### src/verilog/soc_config.svh
// SoC sizing macros for memory depth, bus widths and cluster run length; include where needed
`ifndef SOC_CONFIG_SVH
`define SOC_CONFIG_SVH

// L2 depth in 64-bit words
`define SOC_L2_WORDS 256

// byte address width, covers the whole L2
`define SOC_ADDR_W 11

// bus widths
`define SOC_DATA_W 64
`define SOC_NARROW_W 32

// cluster stand-in run length in cycles
`define SOC_CL_RUN_CYCLES 20
`define SOC_RUN_CNT_W 5

`endif

### src/verilog/soc_bus_pkg.sv
// Data path types shared by the upsizer, the SoC bus, the L2 memory and the top level
`default_nettype none

`include "soc_config.svh"

package soc_bus_pkg;

  typedef logic [`SOC_ADDR_W-1:0]     addr_t;
  typedef logic [`SOC_DATA_W-1:0]     data_t;
  typedef logic [`SOC_DATA_W/8-1:0]   strb_t;
  typedef logic [`SOC_NARROW_W-1:0]   narrow_data_t;

  // full width request as seen by the bus and the memory
  typedef struct packed {
    logic  write;
    addr_t addr;
    data_t data;
    strb_t strb;
  } bus_req_t;

  // debug side request, no strobes, lane follows the address
  typedef struct packed {
    logic         write;
    addr_t        addr;
    narrow_data_t data;
  } narrow_req_t;

endpackage

`default_nettype wire

### src/verilog/dw_upsizer.sv
// Debug port width converter, widens 32-bit accesses onto the 64-bit SoC bus
`include "soc_config.svh"
`timescale 1ns/1ps
`default_nettype none

module dw_upsizer (
  input  logic                      clk_i,
  input  logic                      reset_i,
  input  logic                      dbg_req_valid_i,
  input  soc_bus_pkg::narrow_req_t  dbg_req_i,
  input  logic                      served_i,
  input  soc_bus_pkg::data_t        rdata_i,
  input  logic                      rvalid_i,
  output logic                      req_valid_o,
  output soc_bus_pkg::bus_req_t     req_o,
  output soc_bus_pkg::narrow_data_t dbg_rdata_o,
  output logic                      dbg_rvalid_o
);

  localparam int unsigned LANE_BYTES = `SOC_NARROW_W / 8;
  localparam int unsigned LANE_BIT   = $clog2(LANE_BYTES);

  soc_bus_pkg::bus_req_t wide_req;
  soc_bus_pkg::bus_req_t pend_req_q;
  logic                  pend_q;
  logic                  rd_q;
  logic                  lane_q;

  // replicate the word, strobes pick the lane
  always_comb begin
    wide_req.write = dbg_req_i.write;
    wide_req.addr  = dbg_req_i.addr;
    wide_req.data  = {dbg_req_i.data, dbg_req_i.data};
    if (dbg_req_i.addr[LANE_BIT]) begin
      wide_req.strb = {{LANE_BYTES{1'b1}}, {LANE_BYTES{1'b0}}};
    end else begin
      wide_req.strb = {{LANE_BYTES{1'b0}}, {LANE_BYTES{1'b1}}};
    end
  end

  // a held request goes out before anything new
  assign req_valid_o = pend_q | dbg_req_valid_i;
  assign req_o       = pend_q ? pend_req_q : wide_req;

  always_ff @(posedge clk_i) begin
    if (reset_i) begin
      pend_q <= 1'b0;
    end else if (pend_q) begin
      if (served_i) pend_q <= 1'b0;
    end else if (dbg_req_valid_i && !served_i) begin
      pend_q <= 1'b1;
    end
  end

  always_ff @(posedge clk_i) begin
    if (!pend_q && dbg_req_valid_i) pend_req_q <= wide_req;
  end

  // track the served read so the right half comes back
  always_ff @(posedge clk_i) begin
    if (reset_i) begin
      rd_q <= 1'b0;
    end else begin
      rd_q <= served_i && !req_o.write;
    end
  end

  always_ff @(posedge clk_i) begin
    if (served_i) lane_q <= req_o.addr[LANE_BIT];
  end

  assign dbg_rdata_o  = rdata_i[lane_q*`SOC_NARROW_W +: `SOC_NARROW_W];
  assign dbg_rvalid_o = rvalid_i & rd_q;

  // only one deferred request can be held
  a_no_req_while_pending: assert property (
    @(posedge clk_i) disable iff (reset_i) pend_q |-> !dbg_req_valid_i
  );

endmodule

`default_nettype wire

### config.mk
export PLATFORM = sky130hd
export DESIGN_NAME = dw_upsizer
export DESIGN_NICKNAME = d
export VERILOG_FILES = /design/src/verilog/soc_bus_pkg.sv /design/src/verilog/dw_upsizer.sv
export VERILOG_INCLUDE_DIRS = /design/src /design/src/verilog
export SDC_FILE = /design/constraint.sdc
export NUM_CORES = 1
export LEC_CHECK = 0
export ABC_AREA = 0
export BUFFER_PORTS_ARGS = -buffer_cell sky130_fd_sc_hd__clkbuf_2
export CORE_MARGIN = 5
export CORE_UTILIZATION = 25
export CTS_BUF_LIST = sky130_fd_sc_hd__clkbuf_4
export CTS_CLUSTER_SIZE = 16
export DETAILED_ROUTE_END_ITERATION = 12
export SYNTH_ARGS = -nofsm -noshare
export SYNTH_HDL_FRONTEND = slang
export SYNTH_SLANG_ARGS = --single-unit
### constraint.sdc
create_clock -name clk_i -period 9.5 [get_ports clk_i]
set_clock_uncertainty 0.05 [all_clocks]
set_input_delay 1.9 -clock clk_i [delete_from_list [all_inputs] [get_ports clk_i]]
set_output_delay 1.9 -clock clk_i [all_outputs]
set_load 0.02 [all_outputs]
* After elaboration in Yosys (flattened, before gate mapping) *
Index checks and enable logic that the tools add are counted.

word-level totals
  register bits = 87
  output and inout bits = 118
  word-level logic and storage cells = 21

operators by class
  shift operators = 1
  mux-type cells = 5
  bitwise logic cells = 2
  reductions and logical operators = 6

operators by type and width
  kind                 count
  $mux W84             1
  $shiftx A64 B7 Y32   1
  $mux W8              1
  $logic_and A1 B1 Y1  3
  $logic_not A1 Y1     3
  $mux W1              3
  $and A1 B1 Y1        1
  $or A1 B1 Y1         1

* Logic depth before layout (Yosys ltp) *
  depth after elaboration = 4
  depth in mapped cells = 5
  gate-level depth less buffers = 2

* Worst setup path after synthesis *
Ideal clock, no wire load.

  kind = input-to-output
  from = in dbg_req_i[34] in the netlist's numbering
  to = out req_o[5] in the netlist's numbering
  arrival time = 2.937 ns
  required time = 7.550 ns
  slack = 4.613 ns
  stages on the path = 3
  path buffers = 1
  cell sequence = inv_1 o21ai_0 buf_4

RTL lines
  what             RTL line          source
  start, declared  dw_upsizer.sv:10  input soc_bus_pkg::narrow_req_t dbg_req_i,
  end, declared    dw_upsizer.sv:15  output soc_bus_pkg::bus_req_t req_o,

==> results.yml <==
run_status:
  status: "finished, final reports clean"
clocking:
  cts_setup_buffers: 0
  clock_latency_ns: 0.36
  numCtsBuffers: 5
  cts-root-buf: "clkbuf_4"
  cts_num_sinks: 48
  cts_hold_buf: 0
  clk_path_buf_depth: 2
  cts_resized: 0
  htreeDepth: 2
  cts.clk_slew.worst_paths_ns: 0.14
  cts_tree: "yes"
place:
  io_buffers: 230
  place_inst: 501
  dp_hpwl_um: 6120
  place.gp.congestion: 0.754
worst_setup_path:
  critPathKind: "input port to output pin"
  crit_path_start_kind: "input port"
  timing.rr.start: "pend_q"
  reg2reg_to: "pend_req_q[42]"
  cp_max_fo: 6
  cpMaxStageDelayCell: "o21ai_0"
  crit_start: "dbg_req_i[34]"
  worstRegToRegCells: 2
  setup.worst_path.end_class: "output pin"
  cp.required_ns: 7.55
  arrival_ns: 2.84
  crit_top_cell: "clkbuf_2"
  regToRegSetupSlack_ns: 7.59
  slowest_delay_ns: 0.50
  worstSetupEndpoint: "req_o[6]"
  worstPathCellList: "clkbuf_2 > inv_1 > o21ai_0 > clkbuf_2"
die:
  start_util_pct: 25.8
  dieArea_um2: 12900
  coreArea_um2: 10400
  io_pins: 231
  rows: 37
  die_h_um: 114
  die_w_um: 114
cells_and_area:
  syn2layout_area_growth_pct: 39.9
  final_layout_size_suffix_gt1_share_pct: 85.0
  stdcell_count: 509
  finalNetCount: 485
  num_antenna_cells: 0
pwr:
  p_leak_nw: 1.78
  p_clk_share_pct: 23.1
  power.switching_mw: 0.166
  power_frac_seq_pct: 47.5
  vdd_drop_max_v: 0.0000925
  power.internal_mw: 0.367
  power_density_nw_per_um2: 142
  combPwrFrac_pct: 29.4
  swShare_pct: 31.1
synthesis:
  synth-seq-area-share_pct: 53.0
  netlist_top_cells_area: "edfxtp_1, mux2_2, buf_4"
  yosysTopAreaCell: "edfxtp_1"
  netlist_instances: 181
  syn_area_um2: 2680
  synth_warnings: 0
  synth_top_area_share_pct: 51.5
  synth_cell_type_count: 17
  ys_seq_elements: 48
  synth_nets: 294
  avgSynthCellArea_um2: 14.8
route:
  dr.pass1.iters: 3
  post_drt_via_cell_ratio: 4.14
  met1_length_um: 2620
  dr_total_vias: 2105
  routed_wirelength_um: 7290
  ant_nets: 0
  wl_met3_um: 797
  drt_iter0_drc: 58
  wl_met2_um: 3820
  wire_per_inst_um: 14.3
  top_layer: "met4"
  drc: 0
min_path:
  hp-class: "flop to flop"
sta:
  slew_headroom_pct: 18.9
  finalHoldWorstSlack_ns: 0.507
  period_minus_slack_ns: 4.79
  tns_ns: 0
  setup-violations-final: 0
  post-route-period-util_pct: 50.4
  drv_slew: 0
  clock.fmax_mhz: 209
  hold_viol_final: 0
  rsz0062_at_grt: "no"
  worst_pin_slew_ns: 1.22
global_route:
  track_usage_pct: 10.5
  grt_max_degree: 33
  grt_pass1_wl_um: 11000
  grt_remaining_overflow: 0
  grt_pass1_vias: 2251
  antenna_found_initial: 0
job:
  drv_cap: 0
==> area by class of cell <==
cell class	instances	area, um2
fill	1064	6660
sequential	48	1420
timing repair buffer	232	1170
multi-input combinational	84	912
tap	136	170
clock inverter	3	42.5
clock buffer	5	37.5
inverter	1	3.75
==> metal layers <==
metal  global-route usage, %  up-vias
li1                        -     1008
met1                    11.6      955
met2                    19.9      138
met3                    2.76        4
met4                    2.64        0
met5                       0        -
==> stage by stage <==
step	power, mW	util, %	setup WS, ns	area [um2]
finish	0.533	36.0	4.71	3750
global route	0.562	36.0	4.52	3750
CTS	0.543	36.0	4.64	3750
detailed placement	0.418	35.3	4.64	3670
global placement	0.416	35.3	4.67	3670
floorplan	0.368	-	4.61	2680
==> registers in the layout, summed over array words and instances (netlist names) <==
signal,count
lane_q,1
rd_q,1
pend_q,1
pend_req_q,45
==> cell families (layout without fill, tap and decap cells) <==
family / Yosys count / count (layout) / synth area share, %
multiplexers: 75 / 75 / 31.6
buffers and inverters: 49 / 241 / 13.3
flip-flops: 48 / 48 / 53.0
AND/OR/NAND/NOR: 7 / 7 / 1.73
AO/OA/AOI/OAI: 2 / 2 / 0.373
==> critical path: cells and delay by family <==
family | cells | cell delay (ns)
AO/OA/AOI/OAI | 1 | 0.50
buffers and inverters | 3 | 0.44
==> cells in the final DEF (no fill, tap or decap) <==
cell type and count:
and2_1 1, buf_4 2, bufinv_16 1, clkbuf_2 230
clkbuf_4 5, clkinv_2 1, clkinvlp_4 1, dfxtp_1 1
dfxtp_2 1, edfxtp_1 46, inv_1 1, mux2_1 2
mux2_2 72, mux2_4 1, nand2_1 2, nor2b_4 1
nor3b_1 1, nor3b_2 1, o21ai_0 2, or2_2 1
==> Yosys cell counts (all sizes together) <==
master and instances:
mux2 75, buf 47, edfxtp 46, dfxtp 2, nand2 2, nor3b 2, o21ai 2, and2 1
clkbuf 1, inv 1, nor2b 1, or2 1
==> power by group through the flow <==
stage | clock network, mW | logic (mW) | registers, mW
6_report | 0.123 | 0.157 | 0.253
3_5_place_dp | 0 | 0.159 | 0.259
3_3_place_gp | 0 | 0.158 | 0.258
4_1_cts | 0.130 | 0.160 | 0.254
2_1_floorplan | 0 | 0.115 | 0.253
5_1_grt | 0.137 | 0.169 | 0.255
==> worst min path at each step <==
| stage | from | to | cells past startpoint |
|---|---|---|---|
| floorplan | pend_req_q[83] | rd_q | 2 |
| global placement | pend_req_q[83] | rd_q | 2 |
| detailed placement | pend_req_q[83] | rd_q | 2 |
| CTS | pend_req_q[83] | rd_q | 2 |
| global route | pend_req_q[83] | rd_q | 2 |
| finish | pend_req_q[83] | rd_q | 2 |
Power figures use the tool's default switching activity.
