$ cat config.mk
export PLATFORM = sky130hd
export DESIGN_NAME = soc_bus
export DESIGN_NICKNAME = d
export VERILOG_FILES = /design/src/verilog/soc_bus_pkg.sv /design/src/verilog/soc_bus.sv
export VERILOG_INCLUDE_DIRS = /design/src /design/src/verilog
export SDC_FILE = /design/constraint.sdc
export NUM_CORES = 1
export LEC_CHECK = 0
export CAP_MARGIN = 5
export CORE_AREA = 4 4 174 176
export CTS_CLUSTER_SIZE = 16
export DETAILED_ROUTE_END_ITERATION = 8
export DIE_AREA = 0 0 178 180
export DONT_BUFFER_PORTS = 1
export SETUP_SLACK_MARGIN = 0.1
export SYNTH_ARGS = -nofsm -noshare
export SYNTH_HDL_FRONTEND = slang
export SYNTH_SLANG_ARGS = --single-unit
$ cat constraint.sdc
create_clock -name clk_i -period 1.3 [get_ports clk_i]
set_clock_uncertainty 0.1 [all_clocks]
set_input_delay 0.26 -clock clk_i [delete_from_list [all_inputs] [get_ports clk_i]]
set_output_delay 0.26 -clock clk_i [all_outputs]
set_load 0.02 [all_outputs]
$ cat src/verilog/soc_config.svh
// SoC sizing macros for memory depth, bus widths and cluster run length; include where needed
`ifndef SOC_CONFIG_SVH
`define SOC_CONFIG_SVH

// L2 depth in 64-bit words
`define SOC_L2_WORDS 256

// byte address width, covers the whole L2
`define SOC_ADDR_W 11

// bus widths
`define SOC_DATA_W 64
`define SOC_NARROW_W 32

// cluster stand-in run length in cycles
`define SOC_CL_RUN_CYCLES 20
`define SOC_RUN_CNT_W 5

`endif

$ cat src/verilog/soc_bus_pkg.sv
// Data path types shared by the upsizer, the SoC bus, the L2 memory and the top level
`default_nettype none

`include "soc_config.svh"

package soc_bus_pkg;

  typedef logic [`SOC_ADDR_W-1:0]     addr_t;
  typedef logic [`SOC_DATA_W-1:0]     data_t;
  typedef logic [`SOC_DATA_W/8-1:0]   strb_t;
  typedef logic [`SOC_NARROW_W-1:0]   narrow_data_t;

  // full width request as seen by the bus and the memory
  typedef struct packed {
    logic  write;
    addr_t addr;
    data_t data;
    strb_t strb;
  } bus_req_t;

  // debug side request, no strobes, lane follows the address
  typedef struct packed {
    logic         write;
    addr_t        addr;
    narrow_data_t data;
  } narrow_req_t;

endpackage

`default_nettype wire

$ cat src/verilog/soc_bus.sv
// SoC bus in front of L2, host has fixed priority over the debug port
`timescale 1ns/1ps
`default_nettype none

module soc_bus (
  input  logic                  clk_i,
  input  logic                  reset_i,
  input  logic                  host_req_valid_i,
  input  soc_bus_pkg::bus_req_t host_req_i,
  input  logic                  dbg_req_valid_i,
  input  soc_bus_pkg::bus_req_t dbg_req_i,
  input  soc_bus_pkg::data_t    mem_rdata_i,
  input  logic                  mem_rvalid_i,
  output logic                  mem_req_valid_o,
  output soc_bus_pkg::bus_req_t mem_req_o,
  output logic                  dbg_served_o,
  output soc_bus_pkg::data_t    host_rdata_o,
  output logic                  host_rvalid_o,
  output soc_bus_pkg::data_t    dbg_rdata_o,
  output logic                  dbg_rvalid_o
);

  // owner of the read in flight, high for debug
  logic owner_dbg_q;

  // host always wins
  assign mem_req_valid_o = host_req_valid_i | dbg_req_valid_i;
  assign mem_req_o       = host_req_valid_i ? host_req_i : dbg_req_i;
  assign dbg_served_o    = dbg_req_valid_i & ~host_req_valid_i;

  always_ff @(posedge clk_i) begin
    if (reset_i) begin
      owner_dbg_q <= 1'b0;
    end else if (mem_req_valid_o && !mem_req_o.write) begin
      owner_dbg_q <= ~host_req_valid_i;
    end
  end

  // memory read data is shared, the strobe is steered
  assign host_rdata_o  = mem_rdata_i;
  assign dbg_rdata_o   = mem_rdata_i;
  assign host_rvalid_o = mem_rvalid_i & ~owner_dbg_q;
  assign dbg_rvalid_o  = mem_rvalid_i & owner_dbg_q;

  a_one_rvalid: assert property (
    @(posedge clk_i) disable iff (reset_i) !(host_rvalid_o && dbg_rvalid_o)
  );

  // every returned read belongs to a read granted the cycle before
  a_rvalid_follows_read: assert property (
    @(posedge clk_i) disable iff (reset_i)
      mem_rvalid_i |-> $past(mem_req_valid_o && !mem_req_o.write)
  );

endmodule

`default_nettype wire

Word level (Yosys, flattened, before mapping)
Cells that the tools add are included.

Register bits after elaboration: 1. Bits of input ports: 237. Output and inout bits: 216. Logic and storage cells: 10.

Muxes and demuxes: 1. Bitwise operators: 6. Reduce and logical (&&, ||, !) cells: 2.

Operators with widths (number): $mux W84 (1); $and A1 B1 Y1 (3); $not A1 Y1 (2); $logic_and A1 B1 Y1 (1); $logic_not A1 Y1 (1); $or A1 B1 Y1 (1).

Depth between registers and ports, before layout
Gate-level depths: netlist (run 1).

Word-level depth: 3. Gate-level depth with buffers: 4. Mapped depth without buffers: 2.

Least setup slack after synthesis (run 1)
OpenSTA, ideal clock, no wires.

Path type: input port to output port. Start point: input port host_req_valid_i. End point: output port mem_req_o[43] (netlist bit). Data arrival time: 0.986 ns. Data required time: 0.940 ns. Setup slack: -0.046 ns. Stages: 4. Path buffers: 3. Cell sequence: buf_6 buf_6 buf_6 mux2_4.

RTL lines: start: declaration (RTL line soc_bus.sv:8) `input logic host_req_valid_i,`; end: declaration (RTL line soc_bus.sv:15) `output soc_bus_pkg::bus_req_t mem_req_o,`.

Worst setup path after layout (run 1)
Start point: input port host_req_valid_i. End point: output port mem_req_o[81] (netlist bit).

Longest elaborated chain between the ends: 1.

Ends and longest elaborated chain: $mux W84 (RTL line soc_bus.sv:28) `assign mem_req_o = host_req_valid_i ? host_req_i : dbg_req_i;`.

No other way between the ends.

==> results of run 1 <==
-- cell usage after synthesis --
cell | count | area (um2)
a32o_1 | 1 | 10.01
and2_1 | 1 | 6.260
buf_2 | 4 | 20.02
buf_4 | 128 | 960.9
buf_6 | 6 | 67.56
dfxtp_1 | 1 | 20.02
inv_1 | 1 | 3.750
mux2_2 | 45 | 506.7
mux2_4 | 39 | 585.6
nand2b_1 | 1 | 6.260
nor2_1 | 1 | 3.750
nor2b_1 | 2 | 12.51
or2_1 | 1 | 6.260
-- how the worst max path moves through the flow --
stage / depth (start not counted) / start / slack, ns / to
final: 1 / host_req_valid_i / 0.22 / mem_req_o[81]
after global routing: 1 / host_req_valid_i / 0.23 / mem_req_o[81]
after CTS: 1 / host_req_valid_i / 0.24 / mem_req_o[81]
after detailed placement: 1 / host_req_valid_i / 0.24 / mem_req_o[81]
after global placement: 1 / host_req_valid_i / 0.24 / mem_req_o[81]
after floorplan: 4 / host_req_valid_i / -0.04 / mem_req_o[43]
-- per-layer routing --
layer  wire length, um  GRT usage [%]  part of all wire (%)
met1              2690          4.269                    33
met2              3624          6.572                    44
met3              1783          3.782                    22
met4                46         0.1856                  0.56
met5                 0         0.3086                     0
-- layout make-up --
type | instances | share of cell area (%)
inverters | 1 | 0.2252
flip-flops and latches | 1 | 1.201
multi-input cells | 91 | 68.39
repair buffers | 3 | 1.351
well taps | 384 | 28.83
-- placed cells by master (no fill, tap or decap) --
master / n
nor2_1: 1
mux2_4: 39
and2_1: 1
nor2b_1: 2
dfxtp_1: 1
inv_1: 1
or2_4: 1
a32o_1: 1
mux2_2: 45
buf_4: 3
nand2b_1: 1
-- stage by stage --
step / cell area [um2] / util [%] / instances
global placement: 1667 / 5.822 / 480
CTS: 1667 / 5.822 / 480
global route: 1667 / 5.822 / 480
floorplan: 2235 / - / 231
detailed placement: 1667 / 5.822 / 480
finish: 1667 / 5.822 / 480
-- where the power goes --
part	leakage (uW)	switching, uW	internal (uW)	total [uW]
Clock	0	0	0	0
Sequential	0.00000818	0.990	32.8	33.8
Combinational	0.000535	386	271	657
Total	0.000543	387	304	691
-- kinds of logic (layout without fill, tap and decap cells) --
kind of cell           count (synthesis)  after routing
DFF                                    1              1
and+or+nand+nor                        6              6
muxes                                 84             84
AOI/OAI and AO/OA                      1              1
buffers and inverters                139              4
==> impl_metrics.toml, run 1 <==
[drt]
drt_iter0_drc = 20
wl_mm = 8.145
first_pass_iters = 3
drtAntennaViolNets = 0
via_count = 1101
drc = 0
wl_per_cell_um = 16.97
viasPerCell = 2.294

[placed_design]
place_ws_ns = 0.2391
place_congestion = 0.7244
hpwlAfterDp_mm = 7.426
numPortBuffers = 0

[setup_path]
path_cells = "mux2_2"
crit_arrival_ns = 0.72
crit-reg2reg-launch = "owner_dbg_q"
reg2regPathDepth = 1
cpPeakStageDelay_ns = 0.41
startpoint_type = "input port"
worstPathMaxFanout = 87
critPathBufInv = 0
critPathKind = "in -> out"
cp_slowest_cell = "mux2_2"
critPathTopFamily = "multiplexers"
required_ns = 0.94
reg2reg_slack_ns = 0.57
rr_endpoint = "owner_dbg_q"
end_kind = "output port"

[cells_and_area]
area_delta_synth_final_pct = -24.58
multi_input_area_um2 = 1140
fill_cells = 3331
regArea_um2 = 20.02
largest_register_ff_count = 1
top_register = "owner_dbg_q"
antennaDiodeCount = 0
drive_gt1_share_pct = 91.67
fin_nets = 335
largestRegisters = "owner_dbg_q: 1 flops"

[clocking]
postCtsHoldBufs = 0
post-cts-setup-buffers = 0
cts_resized = 0
clkTransAtPathRegs_ns = 0
clk_latency_ns = 0

[sta]
setup_tns_ns = 0
max_freq_mhz = 926.5
rsz0062_at_grt = "false"
min_period_ns = 1.079
fin_crit_sh_pct = 83.03
fin_hold_ws_ns = 0.3763
fin_ws_ns = 0.2207
relSlewSlack_pct = 86.91
slew_viol_final = 0
worst_pin_slew_ns = 0.1973
hold_viol = 0
setup_viol = 0

[floorplanning]
start_util_pct = 7.719
core_area_um2 = 28630
die_h_um = 180
rows = 62
die_w_um = 178
die_area_um2 = 32040
pin_count = 453

[worst_hold_path]
min_delay_worst_endpoint = "owner_dbg_q"
min_path_cells = 2
min_path_type = "in -> reg"
min_from = "reset_i"

[synthesis]
synthXorXnorAreaFrac_pct = 0
yosysWarnings = 0
syn_inst = 231
ys_ff_latch = 1
synth.area.mux_share_pct = 49.43
seq_area_frac_synth_pct = 0.9060
synth_simple_gate_area_share_pct = 1.586
synth_top_family_by_area = "multiplexers"
yosysUniqueCellTypes = 13
syn_area_um2 = 2210
synth_adder_area_share_pct = 0
syn_nets = 468
synth.avg_cell_area_um2 = 9.565
synth_compound_area_share_pct = 0.4530

[grt]
grt_pass1_wl_mm = 9.459
grt_usage_pct = 4.141
grt_pass1_vias = 1207
grt-ovfl-total = 0
antenna_found_initial = 1
grt_max_degree = 88

[status]
status = "finished clean"

[flow_run]
cap_violations = 0

[power_and_ir_drop]
vdd_ir_drop_max_mv = 0.07369
p_leak_uw = 0.0005429
power_uw = 690.9
power_density_nw_per_um2 = 414.6
Note: power is estimated with default switching activity, not from simulation.
==> inputs of run 2 (changes only) <==
Clock period 1.3 ns to 1.1 ns, I/O delays scaled along.
==> impl_metrics.toml, run 2 (same netlist as run 1, synthesis figures left out) <==
[setup_path]
required_ns = 0.78
critPathBufInv = 0
reg2reg_slack_ns = 0.37
crit-reg2reg-launch = "owner_dbg_q"
critPathKind = "in -> out"
end_kind = "output port"
critPathTopFamily = "multiplexers"
path_cells = "mux2_2"
reg2regPathDepth = 1
worstPathMaxFanout = 87
crit_arrival_ns = 0.68
cp_num_cells = 1
startpoint_type = "input port"
rr_endpoint = "owner_dbg_q"
cp_slowest_cell = "mux2_2"
cpPeakStageDelay_ns = 0.41

[grt]
grt_pass1_wl_mm = 9.466
grt_pass1_vias = 1220
grt_max_degree = 88
grt_usage_pct = 4.133
antenna_found_initial = 1
grt-ovfl-total = 0

[cells_and_area]
largest_register_ff_count = 1
fin_nets = 335
regArea_um2 = 20.02
antennaDiodeCount = 0
layout_commonest_cell = "mux2_2"
mostFrequentLayoutCells = "45 x mux2_2, 39 x mux2_4, 2 x nor2b_1, 2 x buf_4"
fin_area_um2 = 1682
largestRegisters = "owner_dbg_q: 1 flops"
top_register = "owner_dbg_q"
multi_input_area_um2 = 1142
drive_gt1_share_pct = 92.71
final-instance-count-excl-fill = 480
fill_cells = 3330
utilization_pct = 5.875
area_delta_synth_final_pct = -23.90

[placed_design]
numPortBuffers = 0
place_congestion = 0.7244
placed_area_um2 = 1679
hpwlAfterDp_mm = 7.426
placed_cells = 480

[drt]
wl_mm = 8.144
wl_per_cell_um = 16.97
first_pass_iters = 3
drc = 0
drt_iter0_drc = 25
viasPerCell = 2.294
via_count = 1101
drtAntennaViolNets = 0

[sta]
setup_viol = 0
min_period_ns = 0.9992
rsz0062_at_grt = "false"
slew_viol_final = 0
max_freq_mhz = 1001
worst_pin_slew_ns = 0.1974
relSlewSlack_pct = 86.90
fin_crit_sh_pct = 90.84
hold_viol = 0

[power_and_ir_drop]
p_leak_uw = 0.0005472
vdd_ir_drop_max_mv = 0.08672
power_uw = 820.9
power_density_nw_per_um2 = 488.2

[worst_hold_path]
min_delay_worst_endpoint = "host_rdata_o[11]"
min_path_type = "in -> out"
min_from = "mem_rdata_i[11]"
min_path_cells = 0

[floorplanning]
start_util_pct = 7.719
die_h_um = 180
die_w_um = 178
pin_count = 453
rows = 62
die_area_um2 = 32040
core_area_um2 = 28630

[flow_run]
cap_violations = 0

[status]
status = "finished clean"

[clocking]
clk_latency_ns = 0
==> run 2: per-stage QoR <==
step	TNS, ns	setup WS, ns	hold WS, ns
floorplan	-11.61	-0.1566	0.3199
global placement	0	0.1211	0.3381
detailed placement	0	0.1141	0.3402
CTS	0	0.1141	0.3402
global route	0	0.1126	0.3400
finish	0	0.1008	0.3400
==> run 2: how the worst max path moves through the flow <==
stage                startpoint            end  slack [ns]
3_5_place_dp        owner_dbg_q   dbg_rvalid_o        0.11
5_1_grt        host_req_valid_i  mem_req_o[81]        0.11
3_3_place_gp   host_req_valid_i  mem_req_o[81]        0.12
2_1_floorplan  host_req_valid_i  mem_req_o[43]       -0.16
6_report       host_req_valid_i  mem_req_o[81]        0.10
4_1_cts             owner_dbg_q   dbg_rvalid_o        0.11
==> run 2: routing by layer <==
layer	vias to the layer above	wire (um)	share of wire (%)	global-route usage [%]
li1	374	-	-	-
met1	446	2669	33	4.256
met2	270	3630	45	6.542
met3	11	1798	22	3.803
met4	0	46	0.56	0.1856
met5	-	0	0	0.3086
==> run 2: final cells by class <==
cell class | instances | area share [%]
Multi-Input combinational cell | 91 | 67.93
Tap cell | 384 | 28.57
Timing Repair Buffer | 3 | 2.083
Sequential cell | 1 | 1.190
Inverter | 1 | 0.2232
==> run 2: where the power goes <==
part	switching [uW]	internal (uW)
combinational	457	324
clock	0	0
sequential	1.26	38.8
total	458	362
==> run 2: what timing repair did <==
action	in CTS	in global routing
hold buffers	0	0
endpoints found under the hold margin	0	0
resized for setup	0	1
endpoints found under the setup margin	0	1
setup buffers	0	0
