$ cat src/verilog/soc_config.svh
// SoC sizing macros for memory depth, bus widths and cluster run length; include where needed
`ifndef SOC_CONFIG_SVH
`define SOC_CONFIG_SVH

// L2 depth in 64-bit words
`define SOC_L2_WORDS 256

// byte address width, covers the whole L2
`define SOC_ADDR_W 11

// bus widths
`define SOC_DATA_W 64
`define SOC_NARROW_W 32

// cluster stand-in run length in cycles
`define SOC_CL_RUN_CYCLES 20
`define SOC_RUN_CNT_W 5

`endif

$ cat src/verilog/soc_ctrl_pkg.sv
// Cluster control types for the run state machine and its timer
`default_nettype none

`include "soc_config.svh"

package soc_ctrl_pkg;

  typedef enum logic [1:0] {
    IDLE,
    RUN,
    DONE
  } cl_state_e;

  typedef logic [`SOC_RUN_CNT_W-1:0] run_cnt_t;

endpackage

`default_nettype wire

$ cat src/verilog/run_timer.sv
// Cluster run timer, loaded at run start and pulsing once when the run is over
`include "soc_config.svh"
`timescale 1ns/1ps
`default_nettype none

module run_timer (
  input  logic clk_i,
  input  logic reset_i,
  input  logic load_i,
  output logic expired_o
);

  localparam soc_ctrl_pkg::run_cnt_t CNT_INIT = soc_ctrl_pkg::run_cnt_t'(`SOC_CL_RUN_CYCLES - 1);

  soc_ctrl_pkg::run_cnt_t cnt_q;
  logic                   active_q;

  always_ff @(posedge clk_i) begin
    if (reset_i) begin
      cnt_q    <= '0;
      active_q <= 1'b0;
    end else if (load_i) begin
      cnt_q    <= CNT_INIT;
      active_q <= 1'b1;
    end else if (active_q) begin
      // park at zero once the pulse is out
      if (cnt_q == '0) active_q <= 1'b0;
      else cnt_q <= cnt_q - 1'b1;
    end
  end

  assign expired_o = active_q && (cnt_q == '0);

endmodule

`default_nettype wire

$ cat config.mk
export PLATFORM = sky130hd
export DESIGN_NAME = run_timer
export DESIGN_NICKNAME = d
export VERILOG_FILES = /design/src/verilog/soc_ctrl_pkg.sv /design/src/verilog/run_timer.sv
export VERILOG_INCLUDE_DIRS = /design/src /design/src/verilog
export SDC_FILE = /design/constraint.sdc
export NUM_CORES = 1
export LEC_CHECK = 0
export BUFFER_PORTS_ARGS = -buffer_cell sky130_fd_sc_hd__buf_2
export CAP_MARGIN = 20
export CORE_AREA = 2 2 39 41
export DETAILED_ROUTE_END_ITERATION = 7
export DIE_AREA = 0 0 41 43
export PLACE_DENSITY_LB_ADDON = 0.05
export SYNTH_ARGS = -nofsm -noshare
export SYNTH_HDL_FRONTEND = slang
export SYNTH_SLANG_ARGS = --single-unit
$ cat constraint.sdc
create_clock -name clk_i -period 1.7 [get_ports clk_i]
set_input_delay 0.34 -clock clk_i [delete_from_list [all_inputs] [get_ports clk_i]]
set_output_delay 0.34 -clock clk_i [all_outputs]
set_load 0.03 [all_outputs]
# Yosys cells after proc, flatten, opt, wreduce, memory -nomap -nowiden
# Cells that the tools add are included.
dict set report op_classes {
  add_sub_neg 1
  n_eq_ne 1
  n_reduce_logical 6
  n_mux 6
  bitwise_logic 1
}
# op count
set op_table {}
lappend op_table {{$mux 5} 3}
lappend op_table {{$logic_not 5->1} 1}
lappend op_table {{$sub 5x1->5 const B} 1}
lappend op_table {{$reduce_and 2->1} 2}
lappend op_table {{$mux 1} 3}
lappend op_table {{$ne 2x2->1 const B} 1}
lappend op_table {{$reduce_bool 2->1} 1}
lappend op_table {{$reduce_or 2->1} 1}
lappend op_table {{$logic_and 1x1->1} 1}
lappend op_table {{$not 1->1} 1}
dict set report totals {
  in_bits 3
  word_cells 18
  reg_bits 6
  out_inout_bits 1
}

# Depth between registers and ports, before layout
# Gate-level depths: netlist of run 1.
dict set report depth {
  word_depth 4
  mapped_depth 6
  ltp_nobuf 5
}

# Worst setup path after synthesis of run 1
# Ideal clock, no wire load.
dict set report synth_path {
  path_kind {register -> register}
  from {register cnt_q[0]}
  to {register cnt_q[0]}
  path_buffers 1
  path_stages_with_launch 7
  period_less_slack_ps 1633
  path_slack_ps 67
  setup_ps 120
  t_arrival_ps 1513
  required_time_ps 1580
  cell_sequence {dfxtp_1 > inv_1 > ha_1 > or4b_1 > buf_2 > and3_4 > o31a_1}
}
dict set report synth_between {
  elab_chain_cells 4
  elab_cells_between_ends 7
  classes_between {1 x add/sub; 1 x eq/ne; 3 x mux; 2 x reduce/logical}
}
# element line
set synth_lines {}
lappend synth_lines {{start, declared} run_timer.sv:15} ;# soc_ctrl_pkg::run_cnt_t cnt_q;
lappend synth_lines {{start signal, assigned} run_timer.sv:28} ;# else cnt_q <= cnt_q - 1'b1;
lappend synth_lines {{$sub 5x1->5} run_timer.sv:28}
lappend synth_lines {{$mux 5} run_timer.sv:27} ;# if (cnt_q == '0) active_q <= 1'b0;
lappend synth_lines {{$mux 5} run_timer.sv:25} ;# end else if (active_q) begin
lappend synth_lines {{$mux 5} run_timer.sv:22} ;# end else if (load_i) begin
# Parallel ways exist; a longest one is shown, timed or not. The select of a mux whose other input is x is not followed.
# A chain may end at the register's enable or synchronous reset.

# Final worst setup path of run 1
# Same ends and word-level chain as after synthesis.

==> results of run 1 <==
path summary, 6_finish.rpt:
kind,slack (ns),start,to,cells after the start
min reg2reg,0.52,cnt_q[3],cnt_q[3],2
max,0.07,cnt_q[0],cnt_q[0],5
min,0.34,reset_i,active_q,2
max reg2reg,0.07,cnt_q[0],cnt_q[0],5
worst max-delay path: stages, from the launching register on:
cell,delay [ns]
dfxtp_1,0.31
inv_1,0.09
ha_1,0.19
or4b_4,0.47
and3_4,0.19
o31a_1,0.26
layer usage:
layer,vias up,GRT usage (%),share of wire (%),wire length (microns)
met5,-,0,0,0
met4,0,4.00,1.3,8
met3,2,7.85,8.1,51
met2,6,12.8,45,281
met1,119,11.9,46,289
li1,135,-,-,-
cells in the final DEF, fill, tap and decap left out:
cell,instances
a21oi_1,3
and3_4,1
buf_2,2
buf_4,2
clkbuf_4,3
dfxtp_1,6
ha_1,1
inv_1,3
mux2i_1,1
nand2_1,1
nand3_1,1
nand4b_1,1
nand4bb_1,1
nor2_1,5
nor3_1,3
o311a_1,1
o311ai_0,1
o31a_1,1
or3_1,1
or4b_4,1
xor2_1,1
power by group through the flow:
stage	sequential [uW]	combinational, uW	clock (uW)
global placement	164	57.7	0
detailed placement	164	57.2	0
CTS	161	57.7	146
finish	162	60.7	139
floorplan	161	44.0	0
global route	164	69.3	156
layout make-up:
| cell class | count | area, sq um | share of cell area (%) |
|---|---|---|---|
| inverters | 3 | 11.3 | 3.07 |
| multi-input cells | 24 | 168 | 45.7 |
| repair buffers | 4 | 25.0 | 6.83 |
| clock buffers | 3 | 22.5 | 6.14 |
| flip-flops and latches | 6 | 120 | 32.8 |
| well taps | 16 | 20.0 | 5.46 |
registers in the layout (all words and copies together) (netlist names):
signal    flops
active_q      1
cnt_q         5
cells by family (layout without fill, tap and decap cells):
| family | Yosys count | after routing | share of synthesized area, % |
|---|---|---|---|
| simple gates | 15 | 15 | 29.6 |
| compound gates | 6 | 6 | 14.0 |
| flops | 6 | 6 | 39.5 |
| buf+inv | 5 | 10 | 6.58 |
| fa+ha+maj | 1 | 1 | 4.11 |
| xor+xnor | 1 | 1 | 2.88 |
| mux | 1 | 1 | 3.29 |
through the flow:
step / total power [uW] / cell area, sq um
2_1_floorplan: 205 / 304
3_3_place_gp: 222 / 338
3_5_place_dp: 222 / 338
4_1_cts: 365 / 360
5_1_grt: 389 / 367
6_report: 362 / 367
repair_timing:
item,4_1_cts,5_1_grt
hold buffers,0,0
setup endpoints to repair,0,4
resized for setup,0,3
==> metrics.yaml, run 1 <==
remaining_drc_errors: 0
yosys_warnings: 0
antenna_cells: 0
synth_flop_cell: "dfxtp_1"
worstMarginPinSlew_ns: 0.387
grt.total_usage_pct: 9.94
finalSetupTns_ns: 0
vias: 262
maxCapViolCount: 0
fin_ws_ns: 0.0703
yosysUniqueCellTypes: 20
p_int_uw: 262
detailed_place_hpwl_microns: 440
syn_area_sq_um: 304
cts_root_buf: "clkbuf_4"
skew_ns: 0.00101
num_rows: 14
status: "finished clean"
cts_tree: "done"
ant_nets: 0
p_leak_uw: 0.000154
dr.pass1.iters: 3
ys_seq_area_share_pct: 39.5
peakVddDrop_mv: 0.296
min_period_ns: 1.63
p_comb_share_pct: 16.8
numClockSinks: 6
grt-ovfl-total: 0
required_ns: 1.84
synthCells: 35
swShare_pct: 27.5
yosysMostFrequentCell: "dfxtp_1"
synthTopCellsByArea: "dfxtp_1 40%, nor2_1 6.2%, a21oi_1 4.9%"
nets: 46
max_freq_mhz: 614
io_pins: 4
die-height_microns: 43
synth_edf_count: 0
dieArea_sq_um: 1760
p_per_area_nw_per_um2: 988
async_reset_ff_share_pct: 0
grt_pass1_vias: 258
path_clk_slew_ns: 0.05
yosys.area.top_type: "dfxtp_1"
clock_power_share_pct: 38.5
syn_nets: 39
setup_viol: 0
core_area_sq_um: 1380
worstSetupEndpointType: "flip-flop"
dr.first_iter.drc_count: 2
synth_top_cell_area_share_pct: 39.5
final_layout_size_suffix_gt1_share_pct: 22.5
fillCellCount: 148
clock_path_buffers: 2
final_core_util_pct: 26.5
sequentialPowerShare_pct: 44.7
finalWirelength_microns: 631
die_x_microns: 41
hp-class: "in2reg"
cts_made_buffers: 3
cts_setup_buffers: 0
fin_cells: 56
hold_violations: 0
post_drt_wl_per_cell_microns: 11.3
initial_core_util_pct: 22.0
via_per_inst: 4.68
clk_latency_ns: 0.25
synthToLayoutAreaGrowth_pct: 20.6
dp_slack_ns: 0.0786
synth-seq-cells: 6
place_congestion: 0.758
grt_pass1_wl_mm: 1.12
placed_cells: 53
synth_common_cells: "6 x dfxtp_1, 5 x nor2_1, 3 x a21oi_1, 3 x inv_1, 3 x nor3_1"
period_share_pct: 95.9
hold_ws_ns: 0.344
syn_area_per_cell_sq_um: 8.69
grt_max_degree: 10
htreeDepth: 1
port_buffers: 3
antenna_found_initial: 0
worst-path-max-fanout: 3
worstPathArrival_ns: 1.77
critical_path_class: "reg2reg"
slew_violations: 0
worstSetupStartpointType: "flip-flop"
max_slew_margin_pct: 73.9
p_sw_uw: 99.5
(Power assumes the default switching activity.)
==> run 2, diff against run 1 <==
==> constraint.sdc (replaced) <==
create_clock -name clk_i -period 1.41 [get_ports clk_i]
set_input_delay 0.282 -clock clk_i [delete_from_list [all_inputs] [get_ports clk_i]]
set_output_delay 0.282 -clock clk_i [all_outputs]
set_load 0.03 [all_outputs]
==> run 2 against run 1 <==
Compared with the run above: the run now ends with negative setup slack left; sequential share of layout area shrank 5.5 points; power is 29% higher; clock power rose by 13%; die area stayed put; via count rose by 9.9%; cell count increased by 14%; register-to-register slack lost 0.18 ns; sequential cell count did not move; sequential power up 20%.
==> metrics.yaml, run 2 (synthesized netlist as in run 1, its figures left out) <==
io_pins: 4
via_per_inst: 4.50
largest_reg_flops: 5
place_congestion: 0.718
critPathBufInv: 1
vias: 288
top_register: "cnt_q"
core_area_sq_um: 1380
reg_top3: "cnt_q (5), active_q (1)"
p_total_uw: 468
num_rows: 14
cts_root_buf: "clkbuf_4"
htreeDepth: 1
dr.first_iter.drc_count: 0
detailed_place_hpwl_microns: 498
post_drt_wl_per_cell_microns: 11.0
path_clk_slew_ns: 0.05
critical_path_class: "reg2reg"
antenna_found_initial: 0
worstSetupEndpointType: "flip-flop"
remaining_drc_errors: 0
fin_cells: 64
maxCapViolCount: 0
peakVddDrop_mv: 0.512
clock_path_buffers: 2
clk_latency_ns: 0.24
dieArea_sq_um: 1760
initial_core_util_pct: 22.0
port_buffers: 3
final_layout_size_suffix_gt1_share_pct: 47.9
finalWirelength_microns: 706
die_x_microns: 41
skew_ns: 0.00228
max_slew_margin_pct: 73.2
setup_viol: 3
grt-ovfl-total: 0
worstMarginPinSlew_ns: 0.397
p_leak_uw: 0.000194
max_freq_mhz: 656
layout_commonest_cell: "buf_4"
grt_pass1_vias: 337
cts_made_buffers: 3
placed_cells: 57
required_ns: 1.54
min_period_ns: 1.52
fin_ws_ns: -0.114
critPathMaxStageDelay_ns: 0.50
rsz0062_at_grt: "true"
p_per_area_nw_per_um2: 1040
grt.total_usage_pct: 11.3
final_cell_mix: "9 x buf_4, 5 x nor2_1, 4 x dfxtp_1, 3 x nor3_1, 3 x clkbuf_4"
die-height_microns: 43
dr.pass1.iters: 1
cts_hold_buffers: 0
violations: "negative setup slack"
path_cells: "inv_2 -> ha_4 -> or4b_4 -> and3_4 -> o31a_1"
ant_nets: 0
grt_pass1_wl_mm: 1.32
hp-class: "in2reg"
antenna_cells: 0
worstSetupStartpointType: "flip-flop"
cts_tree: "done"
worstPathArrival_ns: 1.65
numClockSinks: 6
cp_slowest_cell: "or4b_4"
cp_top_family: "simple AND/OR/NAND/NOR gates"
hold_violations: 0
dp_slack_ns: -0.192
slew_violations: 0
final_core_util_pct: 32.5
period_share_pct: 108
nets: 54
grt_max_degree: 10
status: "complete, but fails checks"
fillCellCount: 153
worst-path-max-fanout: 6
synthToLayoutAreaGrowth_pct: 47.7
-- run 2: worst paths after layout --
| kind | cells past startpoint | start | slack (ns) | to |
|---|---|---|---|---|
| max | 5 | cnt_q[0] | -0.11 | cnt_q[0] |
| min | 2 | reset_i | 0.28 | cnt_q[4] |
| max reg2reg | 5 | cnt_q[0] | -0.11 | cnt_q[0] |
| min reg2reg | 2 | cnt_q[3] | 0.51 | cnt_q[3] |
-- run 2: final cells by class --
type	instances	area [sq um]	area share (%)
Timing Repair Buffer	12	88.8	19.8
Sequential cell	6	123	27.3
Multi-Input combinational cell	24	184	40.9
Inverter	3	11.3	2.51
Clock buffer	3	22.5	5.01
Tap cell	16	20.0	4.46
-- run 2: through the flow --
step / instance area (sq um) / setup TNS, ns / hold WS, ns
finish: 449 / -0.255 / 0.284
global route: 449 / -0.486 / 0.284
CTS: 457 / -0.379 / 0.282
detailed placement: 382 / -0.433 / 0.502
global placement: 382 / -0.351 / 0.496
floorplan: 318 / -0.219 / 0.354
-- run 2: timing repair --
action / in CTS / in global routing
pin swaps: 2 / 2
buffers inserted: 5 / 1
gates resized for setup: 5 / 0
setup endpoints to repair: 5 / 5
-- run 2: report_power, final --
group / internal (uW) / total, uW / switching, uW
Sequential: 183 / 194 / 11.0
Clock: 96.2 / 157 / 60.4
Combinational: 66.4 / 117 / 50.4
Total: 346 / 468 / 122
-- run 2: routing by layer --
metal / vias up / global-route usage (%) / share of wire [%]
met5: - / 0 / 0
met4: 0 / 8.00 / 0
met3: 0 / 3.14 / 1.8
met2: 2 / 16.6 / 54
met1: 134 / 13.4 / 44
li1: 152 / - / -
==> run 3, diff against run 2 <==
--- a/config.mk
+++ b/config.mk
@@ -11,7 +11,7 @@
 export CORE_AREA = 2 2 39 41
 export DETAILED_ROUTE_END_ITERATION = 7
 export DIE_AREA = 0 0 41 43
-export PLACE_DENSITY_LB_ADDON = 0.05
+export PLACE_DENSITY = 0.37
 export SYNTH_ARGS = -nofsm -noshare
 export SYNTH_HDL_FRONTEND = slang
 export SYNTH_SLANG_ARGS = --single-unit
==> run 3 against run 2 <==
Compared with the run above: the flow still finishes with violations (negative setup slack); sequential cell count is the same; fmax shrank 1.0%; core utilization shrank 0.090 points; clock power grew 3%; sequential share of layout area grew 0.63 points; non-clock buffer count shrank 1; wire length grew 2.3%; register-to-register slack lost 0.02 ns; design area shrank 0.28%; cell count shrank 1.6%; worst setup slack lost 0.016 ns; global-route usage shrank 0.65 points; largest power group unchanged.
==> metrics.yaml, run 3 (synthesized netlist as in run 1, its figures left out) <==
worstSetupEndpointType: "flip-flop"
clk_latency_ns: 0.25
io_pins: 4
dieArea_sq_um: 1760
min_period_ns: 1.54
skew_ns: 0.00122
final_core_util_pct: 32.4
sequentialPowerShare_pct: 41.7
worstPathArrival_ns: 1.67
layout_commonest_cell: "buf_4"
remaining_drc_errors: 0
peakVddDrop_mv: 0.387
hold_violations: 0
p_per_area_nw_per_um2: 1050
reg_top3: "cnt_q (5), active_q (1)"
final_area_sq_um: 448
period_share_pct: 109
core_area_sq_um: 1380
violations: "negative setup slack"
ant_nets: 0
dr.pass1.iters: 4
largest_reg_flops: 5
worstSetupStartpointType: "flip-flop"
setup_viol: 5
final_layout_size_suffix_gt1_share_pct: 51.1
rsz0062_at_grt: "true"
critical_path_class: "reg2reg"
final_cell_mix: "7 x buf_4, 5 x nor2_1, 4 x dfxtp_2, 3 x nor3_1, 3 x clkbuf_4"
fin_ws_ns: -0.129
numClockSinks: 6
clock_path_buffers: 2
cts_made_buffers: 3
p_comb_share_pct: 23.8
required_ns: 1.54
p_leak_uw: 0.000190
num_rows: 14
dr.first_iter.drc_count: 6
clock_power_share_pct: 34.5
die-height_microns: 43
antenna_found_initial: 0
fillCellCount: 152
die_x_microns: 41
swShare_pct: 27.1
place_congestion: 0.682
finalWirelength_microns: 722
initial_core_util_pct: 22.0
post_drt_wl_per_cell_microns: 11.5
maxCapViolCount: 0
path_clk_slew_ns: 0.04
vias: 305
slew_violations: 0
hp-class: "in2reg"
via_per_inst: 4.84
antenna_cells: 0
grt_max_degree: 10
grt-ovfl-total: 0
grt_pass1_vias: 274
synthToLayoutAreaGrowth_pct: 47.3
worstMarginPinSlew_ns: 0.383
max_freq_mhz: 650
status: "complete, but fails checks"
nets: 53
port_buffers: 3
placed_area_sq_um: 374
max_slew_margin_pct: 74.1
cts_hold_buffers: 0
grt_pass1_wl_mm: 1.17
top_register: "cnt_q"
cts_tree: "done"
p_sw_uw: 127
cts_root_buf: "clkbuf_4"
p_int_uw: 342
htreeDepth: 1
grt.total_usage_pct: 10.6
worst-path-max-fanout: 3
run 3: cell types whose count changed in the layout (fill, tap and decap cells not counted):
cell and change:
dfxtp_2 +2, dfxtp_1 -2, buf_6 +1, buf_4 -2
run 3: cell type report:
| type | instances | area (sq um) | area share [%] |
|---|---|---|---|
| multi-input cells | 24 | 184 | 41.1 |
| flip-flops and latches | 6 | 125 | 27.9 |
| repair buffers | 11 | 85.1 | 19.0 |
| clock buffers | 3 | 22.5 | 5.03 |
| well taps | 16 | 20.0 | 4.47 |
| inverters | 3 | 11.3 | 2.51 |
run 3: final timing paths:
| kind | cells after the start | from | slack, ns | end |
|---|---|---|---|---|
| worst min-delay path | 2 | reset_i | 0.29 | cnt_q[4] |
| worst max register to register | 5 | cnt_q[0] | -0.13 | cnt_q[0] |
| worst max-delay path | 5 | cnt_q[0] | -0.13 | cnt_q[0] |
| worst min register to register | 2 | cnt_q[4] | 0.56 | cnt_q[4] |
run 3: metrics by stage:
stage                     power [uW]  instances  hold slack, ns  worst slack (ns)  TNS, ns
after detailed placement         282         56           0.534            -0.202   -0.400
after global routing             498         63           0.307            -0.165   -0.688
after floorplan                  255         35           0.354            -0.120   -0.219
after global placement           280         56           0.529            -0.175   -0.380
after CTS                        452         60           0.287            -0.127   -0.193
final                            468         63           0.290            -0.129   -0.407
run 3: per-layer routing:
metal	global-route usage [%]	vias to the layer above	share of wire, %
li1	-	152	-
met1	12.2	140	43
met2	13.8	7	46
met3	4.71	6	3.7
met4	10.0	0	6.4
met5	0	-	0
run 3: worst max-delay path: stages, from the launching register on:
cell     delay [ns]
dfxtp_2        0.32
inv_2          0.07
ha_4           0.12
or4b_4         0.47
and3_4         0.19
o31a_1         0.24
run 3: power by group through the flow:
| stage | clock [uW] | combinational [uW] | sequential (uW) |
|---|---|---|---|
| after floorplan | 0 | 59.2 | 196 |
| after global placement | 0 | 83.5 | 197 |
| after detailed placement | 0 | 84.6 | 197 |
| after CTS | 163 | 93.5 | 195 |
| after global routing | 177 | 123 | 198 |
| final | 161 | 111 | 196 |
run 3: what timing repair did:
action,CTS,global route
setup buffers,1,3
setup endpoints to repair,5,4
gates cloned,0,0
pin swaps,3,1
resized for setup,7,1
